--- src/include/ntm_params.svh ---
// Logarithm unit widths

`ifndef NTM_PARAMS_SVH
`define NTM_PARAMS_SVH

//////////////////////////////
// Word widths
//////////////////////////////

// Width of every data and size word
`define NTM_DATA_SIZE 16

// Running power of the scalar core
// Twice the data width so one multiply by the base cannot overflow
`define NTM_PRODUCT_SIZE (2 * `NTM_DATA_SIZE)

`endif

--- src/verilog/ntm_pkg.sv ---
// Logarithm unit shared types

`include "ntm_params.svh"

package ntm_pkg;

  //////////////////////////////
  // Scalar words
  //////////////////////////////

  // Operands, modulo, sizes and results
  typedef logic [`NTM_DATA_SIZE-1:0] ntm_word_t;

  //////////////////////////////
  // Bundles
  //////////////////////////////

  // One element pair plus its modulo, into the scalar core
  typedef struct packed {
    ntm_word_t modulo;
    ntm_word_t data_a;
    ntm_word_t data_b;
  } ntm_log_operands_t;

  // Result word tagged with its matrix position
  typedef struct packed {
    ntm_word_t value;
    ntm_word_t row;
    ntm_word_t column;
  } ntm_log_result_t;

endpackage

--- src/verilog/ntm_matrix_logarithm.sv ---
// Matrix logarithm top level

`include "ntm_params.svh"

module ntm_matrix_logarithm
  import ntm_pkg::*;
(
  // Global
  input  logic            CLK,
  input  logic            RST,
  // Control
  input  logic            START,
  input  ntm_word_t       SIZE_I_IN,
  input  ntm_word_t       SIZE_J_IN,
  input  logic            DATA_A_IN_ENABLE,
  input  logic            DATA_B_IN_ENABLE,
  // Data
  input  ntm_word_t       DATA_A_IN,
  input  ntm_word_t       DATA_B_IN,
  input  ntm_word_t       MODULO_IN,
  // Outputs
  output logic            DATA_OUT_ENABLE,
  output ntm_log_result_t DATA_OUT,
  output logic            READY
);

  //////////////////////////////
  // Types
  //////////////////////////////

  typedef enum logic {
    STARTER_STATE,
    ENDER_STATE
  } matrix_state_t;

  //////////////////////////////
  // Signals
  //////////////////////////////

  matrix_state_t state_r;

  // Row counter and final row
  ntm_word_t row_r;
  ntm_word_t last_row_r;
  logic      last_row;

  // Row length held for every vector pass
  ntm_word_t size_j_r;

  // Vector sequencer link
  logic      vec_start_r;
  logic      vec_enable;
  ntm_word_t vec_data;
  ntm_word_t vec_index;
  logic      vec_ready;
  logic      row_done;

  assign last_row = (row_r == last_row_r);
  assign row_done = (state_r == ENDER_STATE) && vec_ready;

  //////////////////////////////
  // Row FSM
  //////////////////////////////

  always_ff @(posedge CLK or posedge RST) begin
    if (RST) begin
      state_r         <= STARTER_STATE;
      row_r           <= '0;
      last_row_r      <= '0;
      size_j_r        <= '0;
      vec_start_r     <= 1'b0;
      DATA_OUT_ENABLE <= 1'b0;
      READY           <= 1'b0;
    end else begin
      vec_start_r <= 1'b0;
      READY       <= 1'b0;
      // Element strobe follows the vector one cycle later
      DATA_OUT_ENABLE <= vec_enable;
      case (state_r)
        STARTER_STATE: begin
          if (START) begin
            row_r <= '0;
            // Zero rows behaves as a single row
            last_row_r  <= (SIZE_I_IN == '0) ? '0 : SIZE_I_IN - ntm_word_t'(1);
            size_j_r    <= SIZE_J_IN;
            vec_start_r <= 1'b1;
            state_r     <= ENDER_STATE;
          end
        end
        ENDER_STATE: begin
          if (row_done) begin
            if (last_row) begin
              // Lines up with the final element strobe
              READY   <= 1'b1;
              state_r <= STARTER_STATE;
            end else begin
              // Next row straight after the vector finishes
              row_r       <= row_r + ntm_word_t'(1);
              vec_start_r <= 1'b1;
            end
          end
        end
        default: begin
          state_r <= STARTER_STATE;
        end
      endcase
    end
  end

  //////////////////////////////
  // Result packing
  //////////////////////////////

  // Row still holds the current value while the vector output is up
  always_ff @(posedge CLK) begin
    if (vec_enable) begin
      DATA_OUT <= '{value: vec_data, row: row_r, column: vec_index};
    end
  end

  // One row per pass
  ntm_vector_logarithm u_ntm_vector_logarithm (
    .CLK              (CLK),
    .RST              (RST),
    .START            (vec_start_r),
    .SIZE_IN          (size_j_r),
    .DATA_A_IN_ENABLE (DATA_A_IN_ENABLE),
    .DATA_B_IN_ENABLE (DATA_B_IN_ENABLE),
    .DATA_A_IN        (DATA_A_IN),
    .DATA_B_IN        (DATA_B_IN),
    .MODULO_IN        (MODULO_IN),
    .DATA_OUT_ENABLE  (vec_enable),
    .DATA_OUT         (vec_data),
    .INDEX_OUT        (vec_index),
    .READY            (vec_ready)
  );

endmodule

--- src/verilog/ntm_scalar_logarithm.sv ---
// Scalar integer logarithm core

`include "ntm_params.svh"

module ntm_scalar_logarithm
  import ntm_pkg::*;
(
  // Global
  input  logic              CLK,
  input  logic              RST,
  // Control
  input  logic              START,
  // Data
  input  ntm_log_operands_t OPERANDS,
  // Control
  output logic              READY,
  // Data
  output ntm_word_t         DATA_OUT
);

  //////////////////////////////
  // Types and constants
  //////////////////////////////

  typedef enum logic [1:0] {
    IDLE_STATE,
    CHECK_STATE,
    POWER_STATE,
    REDUCE_STATE
  } scalar_state_t;

  // Zero padding from data width up to product width
  localparam int PAD_SIZE = `NTM_PRODUCT_SIZE - `NTM_DATA_SIZE;

  //////////////////////////////
  // Signals
  //////////////////////////////

  scalar_state_t state_r;

  // Registered operand pair
  ntm_log_operands_t operands_r;

  // Running power of the base and its exponent
  logic [`NTM_PRODUCT_SIZE-1:0] power_r;
  ntm_word_t                    count_r;

  // Operands widened to product width
  logic [`NTM_PRODUCT_SIZE-1:0] base_ext;
  logic [`NTM_PRODUCT_SIZE-1:0] limit_ext;

  // Loop decisions
  logic degenerate;
  logic power_fits;
  logic reduce_step;

  //////////////////////////////
  // Decisions
  //////////////////////////////

  assign base_ext  = {{PAD_SIZE{1'b0}}, operands_r.data_b};
  assign limit_ext = {{PAD_SIZE{1'b0}}, operands_r.data_a};

  // Base below 2 or zero argument gives a zero count
  assign degenerate = (operands_r.data_b < ntm_word_t'(2)) || (operands_r.data_a == '0);

  // Next power still at or below data_a
  assign power_fits = (power_r <= limit_ext);

  // Modulo 0 leaves the count unreduced
  assign reduce_step = (operands_r.modulo != '0) && (count_r >= operands_r.modulo);

  //////////////////////////////
  // Control FSM
  //////////////////////////////

  always_ff @(posedge CLK or posedge RST) begin
    if (RST) begin
      state_r <= IDLE_STATE;
      READY   <= 1'b0;
    end else begin
      // Single-cycle pulse by default
      READY <= 1'b0;
      case (state_r)
        IDLE_STATE: begin
          if (START) begin
            state_r <= CHECK_STATE;
          end
        end
        CHECK_STATE: begin
          // Skip the power loop for degenerate pairs
          if (degenerate) begin
            state_r <= REDUCE_STATE;
          end else begin
            state_r <= POWER_STATE;
          end
        end
        POWER_STATE: begin
          if (!power_fits) begin
            state_r <= REDUCE_STATE;
          end
        end
        REDUCE_STATE: begin
          // Result is final once no further subtraction applies
          if (!reduce_step) begin
            READY   <= 1'b1;
            state_r <= IDLE_STATE;
          end
        end
        default: begin
          state_r <= IDLE_STATE;
        end
      endcase
    end
  end

  //////////////////////////////
  // Datapath
  //////////////////////////////

  always_ff @(posedge CLK) begin
    case (state_r)
      IDLE_STATE: begin
        if (START) begin
          operands_r <= OPERANDS;
        end
      end
      CHECK_STATE: begin
        // First candidate is base to the power 1
        power_r <= base_ext;
        count_r <= '0;
      end
      POWER_STATE: begin
        if (power_fits) begin
          count_r <= count_r + ntm_word_t'(1);
          power_r <= power_r * base_ext;
        end
      end
      REDUCE_STATE: begin
        // Repeated subtraction of modulo
        if (reduce_step) begin
          count_r <= count_r - operands_r.modulo;
        end else begin
          DATA_OUT <= count_r;
        end
      end
      default: begin
        count_r <= '0;
      end
    endcase
  end

endmodule

--- src/verilog/ntm_vector_logarithm.sv ---
// Vector logarithm sequencer

`include "ntm_params.svh"

module ntm_vector_logarithm
  import ntm_pkg::*;
(
  // Global
  input  logic      CLK,
  input  logic      RST,
  // Control
  input  logic      START,
  input  ntm_word_t SIZE_IN,
  input  logic      DATA_A_IN_ENABLE,
  input  logic      DATA_B_IN_ENABLE,
  // Data
  input  ntm_word_t DATA_A_IN,
  input  ntm_word_t DATA_B_IN,
  input  ntm_word_t MODULO_IN,
  // Outputs
  output logic      DATA_OUT_ENABLE,
  output ntm_word_t DATA_OUT,
  output ntm_word_t INDEX_OUT,
  output logic      READY
);

  //////////////////////////////
  // Types
  //////////////////////////////

  typedef enum logic [1:0] {
    STARTER_STATE,
    INPUT_STATE,
    ENDER_STATE
  } vector_state_t;

  //////////////////////////////
  // Signals
  //////////////////////////////

  vector_state_t state_r;

  // Element index and final index of this pass
  ntm_word_t element_r;
  ntm_word_t last_index_r;

  // Operand presence flags
  logic a_valid_r;
  logic b_valid_r;
  logic both_valid;

  // Strobe qualification
  logic latch_a;
  logic latch_b;
  logic launch;
  logic element_done;

  // Scalar core link
  logic              core_start_r;
  logic              core_ready;
  ntm_log_operands_t operands_r;
  ntm_word_t         core_data;

  //////////////////////////////
  // Strobe handling
  //////////////////////////////

  assign both_valid = a_valid_r && b_valid_r;

  // Strobes only count while gathering, and not once the pair is complete
  assign latch_a = (state_r == INPUT_STATE) && DATA_A_IN_ENABLE && !both_valid;
  assign latch_b = (state_r == INPUT_STATE) && DATA_B_IN_ENABLE && !both_valid;

  assign launch       = (state_r == INPUT_STATE) && both_valid;
  assign element_done = (state_r == ENDER_STATE) && core_ready;

  //////////////////////////////
  // Control FSM
  //////////////////////////////

  always_ff @(posedge CLK or posedge RST) begin
    if (RST) begin
      state_r         <= STARTER_STATE;
      element_r       <= '0;
      last_index_r    <= '0;
      a_valid_r       <= 1'b0;
      b_valid_r       <= 1'b0;
      core_start_r    <= 1'b0;
      DATA_OUT_ENABLE <= 1'b0;
      READY           <= 1'b0;
    end else begin
      // Pulses
      core_start_r    <= 1'b0;
      DATA_OUT_ENABLE <= 1'b0;
      READY           <= 1'b0;
      case (state_r)
        STARTER_STATE: begin
          if (START) begin
            element_r <= '0;
            // Size 0 runs one element
            last_index_r <= (SIZE_IN == '0) ? '0 : SIZE_IN - ntm_word_t'(1);
            state_r      <= INPUT_STATE;
          end
        end
        INPUT_STATE: begin
          if (latch_a) begin
            a_valid_r <= 1'b1;
          end
          if (latch_b) begin
            b_valid_r <= 1'b1;
          end
          // Pair complete, start the core
          if (launch) begin
            a_valid_r    <= 1'b0;
            b_valid_r    <= 1'b0;
            core_start_r <= 1'b1;
            state_r      <= ENDER_STATE;
          end
        end
        ENDER_STATE: begin
          if (element_done) begin
            DATA_OUT_ENABLE <= 1'b1;
            if (element_r == last_index_r) begin
              READY   <= 1'b1;
              state_r <= STARTER_STATE;
            end else begin
              element_r <= element_r + ntm_word_t'(1);
              state_r   <= INPUT_STATE;
            end
          end
        end
        default: begin
          state_r <= STARTER_STATE;
        end
      endcase
    end
  end

  //////////////////////////////
  // Operand and result registers
  //////////////////////////////

  always_ff @(posedge CLK) begin
    if (latch_a) begin
      operands_r.data_a <= DATA_A_IN;
    end
    if (latch_b) begin
      operands_r.data_b <= DATA_B_IN;
    end
    // Modulo taken once both operands are present
    if (launch) begin
      operands_r.modulo <= MODULO_IN;
    end
    if (element_done) begin
      DATA_OUT  <= core_data;
      INDEX_OUT <= element_r;
    end
  end

  // One element at a time
  ntm_scalar_logarithm u_ntm_scalar_logarithm (
    .CLK      (CLK),
    .RST      (RST),
    .START    (core_start_r),
    .OPERANDS (operands_r),
    .READY    (core_ready),
    .DATA_OUT (core_data)
  );

endmodule
--- config.mk ---
export PLATFORM = sky130hd
export DESIGN_NAME = ntm_matrix_logarithm
export DESIGN_NICKNAME = d
export VERILOG_FILES = /design/src/verilog/ntm_pkg.sv /design/src/verilog/ntm_matrix_logarithm.sv /design/src/verilog/ntm_scalar_logarithm.sv /design/src/verilog/ntm_vector_logarithm.sv
export VERILOG_INCLUDE_DIRS = /design/src /design/src/include
export SDC_FILE = /design/constraint.sdc
export NUM_CORES = 1
export LEC_CHECK = 0
export BUFFER_PORTS_ARGS = -buffer_cell sky130_fd_sc_hd__buf_2
export CORE_MARGIN = 4
export CORE_UTILIZATION = 25
export CTS_CLUSTER_DIAMETER = 80
export CTS_CLUSTER_SIZE = 16
export DETAILED_ROUTE_END_ITERATION = 10
export PLACE_DENSITY_LB_ADDON = 0.3
export SYNTH_ARGS = -nofsm -noshare
export SYNTH_HDL_FRONTEND = slang
export SYNTH_SLANG_ARGS = --single-unit
--- constraint.sdc ---
create_clock -name CLK -period 7 [get_ports CLK]
set_input_delay 0.7 -clock CLK [delete_from_list [all_inputs] [get_ports CLK]]
set_output_delay 0.7 -clock CLK [all_outputs]
set_load 0.02 [all_outputs]
==> flow_summary.json <==
{
  "outcome": "completed",
  "cp_data_required_time_ns": 7.36,
  "numPlacedInstances": 3861,
  "insertion_delay_ns": 0.62,
  "ys_seq_elements": 334,
  "worst_slew_pin_slew_ns": 1.16,
  "core_um2": 100000,
  "dp_hpwl_um": 51500,
  "tns_ns": 0,
  "maxCapViolCount": 0,
  "critPathArrivalTime_ns": 7.07,
  "dpl_cell_area_um2": 28000,
  "async_reset_ff_share_pct": 28.1,
  "gp_congestion": 0.828,
  "grt_pass1_vias": 17900,
  "hp-class": "in -> async",
  "synth_top_family_by_area": "adder cells",
  "max_freq_ghz": 0.149,
  "drive_above_1_share_pct": 11.9,
  "grt_overflow": 0,
  "area_growth_syn_to_layout_pct": 15.0,
  "vias": 16900,
  "num_io_pins": 135,
  "yosys.area.top_type": "edfxtp_1",
  "cts_sinks": 334,
  "cts_resized": 0,
  "layoutNonFillerInstCount": 3933,
  "yosys.area_share.simple_pct": 14.6,
  "port_buffers": 134,
  "fin_ws_ns": 0.297,
  "worstPathMaxFanout": 16,
  "routed_wl_um": 67000,
  "synth_compound_gate_area_share_pct": 5.48,
  "max-slew-margin-rel_pct": 22.6,
  "num-fill-cells": 10600,
  "yosysWarningCount": 0,
  "mappedNetlistArea_um2": 25400,
  "die_height_um": 327,
  "rsz0062_at_grt": "false",
  "design.die.area_um2": 107000,
  "critPathLaunchType": "flop",
  "ys_seq_area_share_pct": 37.6,
  "drc": 0,
  "synth_xor_area_share_pct": 5.21,
  "slew_violations": 0,
  "ctsHoldBuffers": 0,
  "ys.flop_type": "edfxtp_1",
  "setup_viol": 0,
  "ant_nets": 0,
  "syn_area_per_cell_um2": 10.7,
  "synth_mux_area_share_pct": 0.660,
  "die_w_um": 327,
  "grt_pass1_wl_um": 106000,
  "synthTopCellsByArea": "edfxtp_1 (28%), fa_1 (24%), dfrtp_1 (9.3%)",
  "grt_max_degree": 72,
  "grt.total_usage_pct": 12.6,
  "vias_per_cell": 4.29,
  "cts_buffer_depth": 3,
  "synth-edff-count": 240,
  "drtIter0Drc": 1035,
  "fin_worst_skew_ns": 0.0127,
  "ys_types": 70,
  "yosysTopAreaCellShare_pct": 28.4,
  "finalCritPeriodShare_pct": 95.8,
  "htreeDepth": 1,
  "path_clk_slew_ns": 0.08,
  "postCtsSetupRepairBufs": 0,
  "wl_per_cell_um": 17.0,
  "fin_crit_ns": 6.70,
  "synthAdderAreaFrac_pct": 29.3,
  "crit_path_end_kind": "flop",
  "worstSetupPathType": "reg -> reg",
  "synth_fp_nets": 2881,
  "cts-buffers-inserted": 30,
  "cts_tree": "built",
  "antenna_found_initial": 2,
  "netlist_instances": 2384,
  "cts_root_buf": "clkbuf_16",
  "initial_core_util_pct": 25.3,
  "nets": 3047,
  "reg_top3": "DATA_OUT (48), u_ntm_vector_logarithm.operands_r (48), u_ntm_vector_logarithm.u_ntm_scalar_logarithm.power_r (32)",
  "rows": 116,
  "post-place-ws_ns": 0.236,
  "stdcell_area_um2": 29200,
  "finalHoldViolations": 0,
  "dr.pass1.iters": 5
}
layout make-up:
type	instances	area [um^2]	share of cell area (%)
inverter	387	1460	4.98
clock inverter	13	159	0.544
clock buffer	42	806	2.76
antenna	3	7.51	0.0257
multi-input combinational	1571	14100	48.1
sequential	334	9560	32.7
timing repair buffer	226	1460	5.00
tap	1357	1700	5.81
cell families after synthesis:
kind of cell	count (synthesis)
buf+inv	479
mux	15
simple gates	780
fa+ha+maj	412
compound gates	213
flops	334
xor+xnor	151
path summary, 6_finish.rpt:
check                                                          startpoint                                          endpoint  slack [ns]  cells after the start
max in group asynchronous                                             RST  u_ntm_vector_logarithm.DATA_OUT_ENABLE$_DFF_PP0_        5.64                      3
max reg2reg                                                          flop                                              flop        0.30                     19
min in group CLK                                             MODULO_IN[5]   u_ntm_vector_logarithm.operands_r[37]$_DFFE_PP_        0.26                      1
max                                                                  flop                                              flop        0.30                     19
min                                                                   RST                                         async pin        0.06                      2
min reg2reg                u_ntm_vector_logarithm.INDEX_OUT[12]$_DFFE_PP_                            DATA_OUT[12]$_DFFE_PP_        0.41                      0
per-stage QoR:
step	utilization (%)	hold slack, ns
2_1_floorplan	-	0.400
3_3_place_gp	27.9	0.403
3_5_place_dp	27.9	0.405
4_1_cts	28.9	0.0422
5_1_grt	29.1	0.0617
6_report	29.1	0.0594
worst max-delay path: stages, from the launching register on:
cell,delay (ns)
edfxtp_1,0.94
nand2_1,0.18
fa_1,0.56
inv_1,0.05
fa_1,0.47
fa_1,0.59
fa_1,0.44
fa_1,0.49
inv_1,0.05
fa_1,0.49
inv_1,0.05
ha_1,0.36
and4_1,0.23
and3_1,0.16
a221oi_1,0.36
o21ai_0,0.21
a211oi_1,0.44
o31ai_1,0.17
xnor2_1,0.17
nor2_1,0.05
cells in the final DEF, fill, tap and decap left out, types with 27 or more instances in the layout:
master / n
xnor2_1: 85
o21ai_0: 75
dfrtp_1: 93
nor4_1: 27
a21oi_1: 37
and2_1: 151
nand2_1: 378
buf_2: 134
nor2_1: 86
ha_1: 107
clkbuf_16: 30
edfxtp_1: 240
xor2_1: 66
buf_4: 84
fa_1: 305
inv_1: 386
synth_stat cells (11+ instances only):
cell type,n
a211oi_1,13
a21o_1,15
a21oi_1,38
and2_1,153
and3_1,14
clkbuf_1,84
dfrtp_1,94
edfxtp_1,240
fa_1,305
ha_1,107
inv_1,387
mux2_2,14
nand2_1,378
nand3_1,24
nand4_1,24
nor2_1,86
nor2b_1,13
nor3_1,21
nor4_1,27
o21ai_0,76
or3_1,11
xnor2_1,85
xor2_1,66
layer usage:
metal | vias to the layer above | GRT usage (%) | wire length (um)
met2 | 348 | 20.7 | 31200
met3 | 71 | 1.62 | 3270
met4 | 0 | 3.03 | 1410
met1 | 8495 | 17.6 | 31100
met5 | - | 0 | 0
li1 | 7962 | - | -
Power is not shown: default switching activity piles up to over one toggle a cycle in this logic, so the estimate is an artifact.
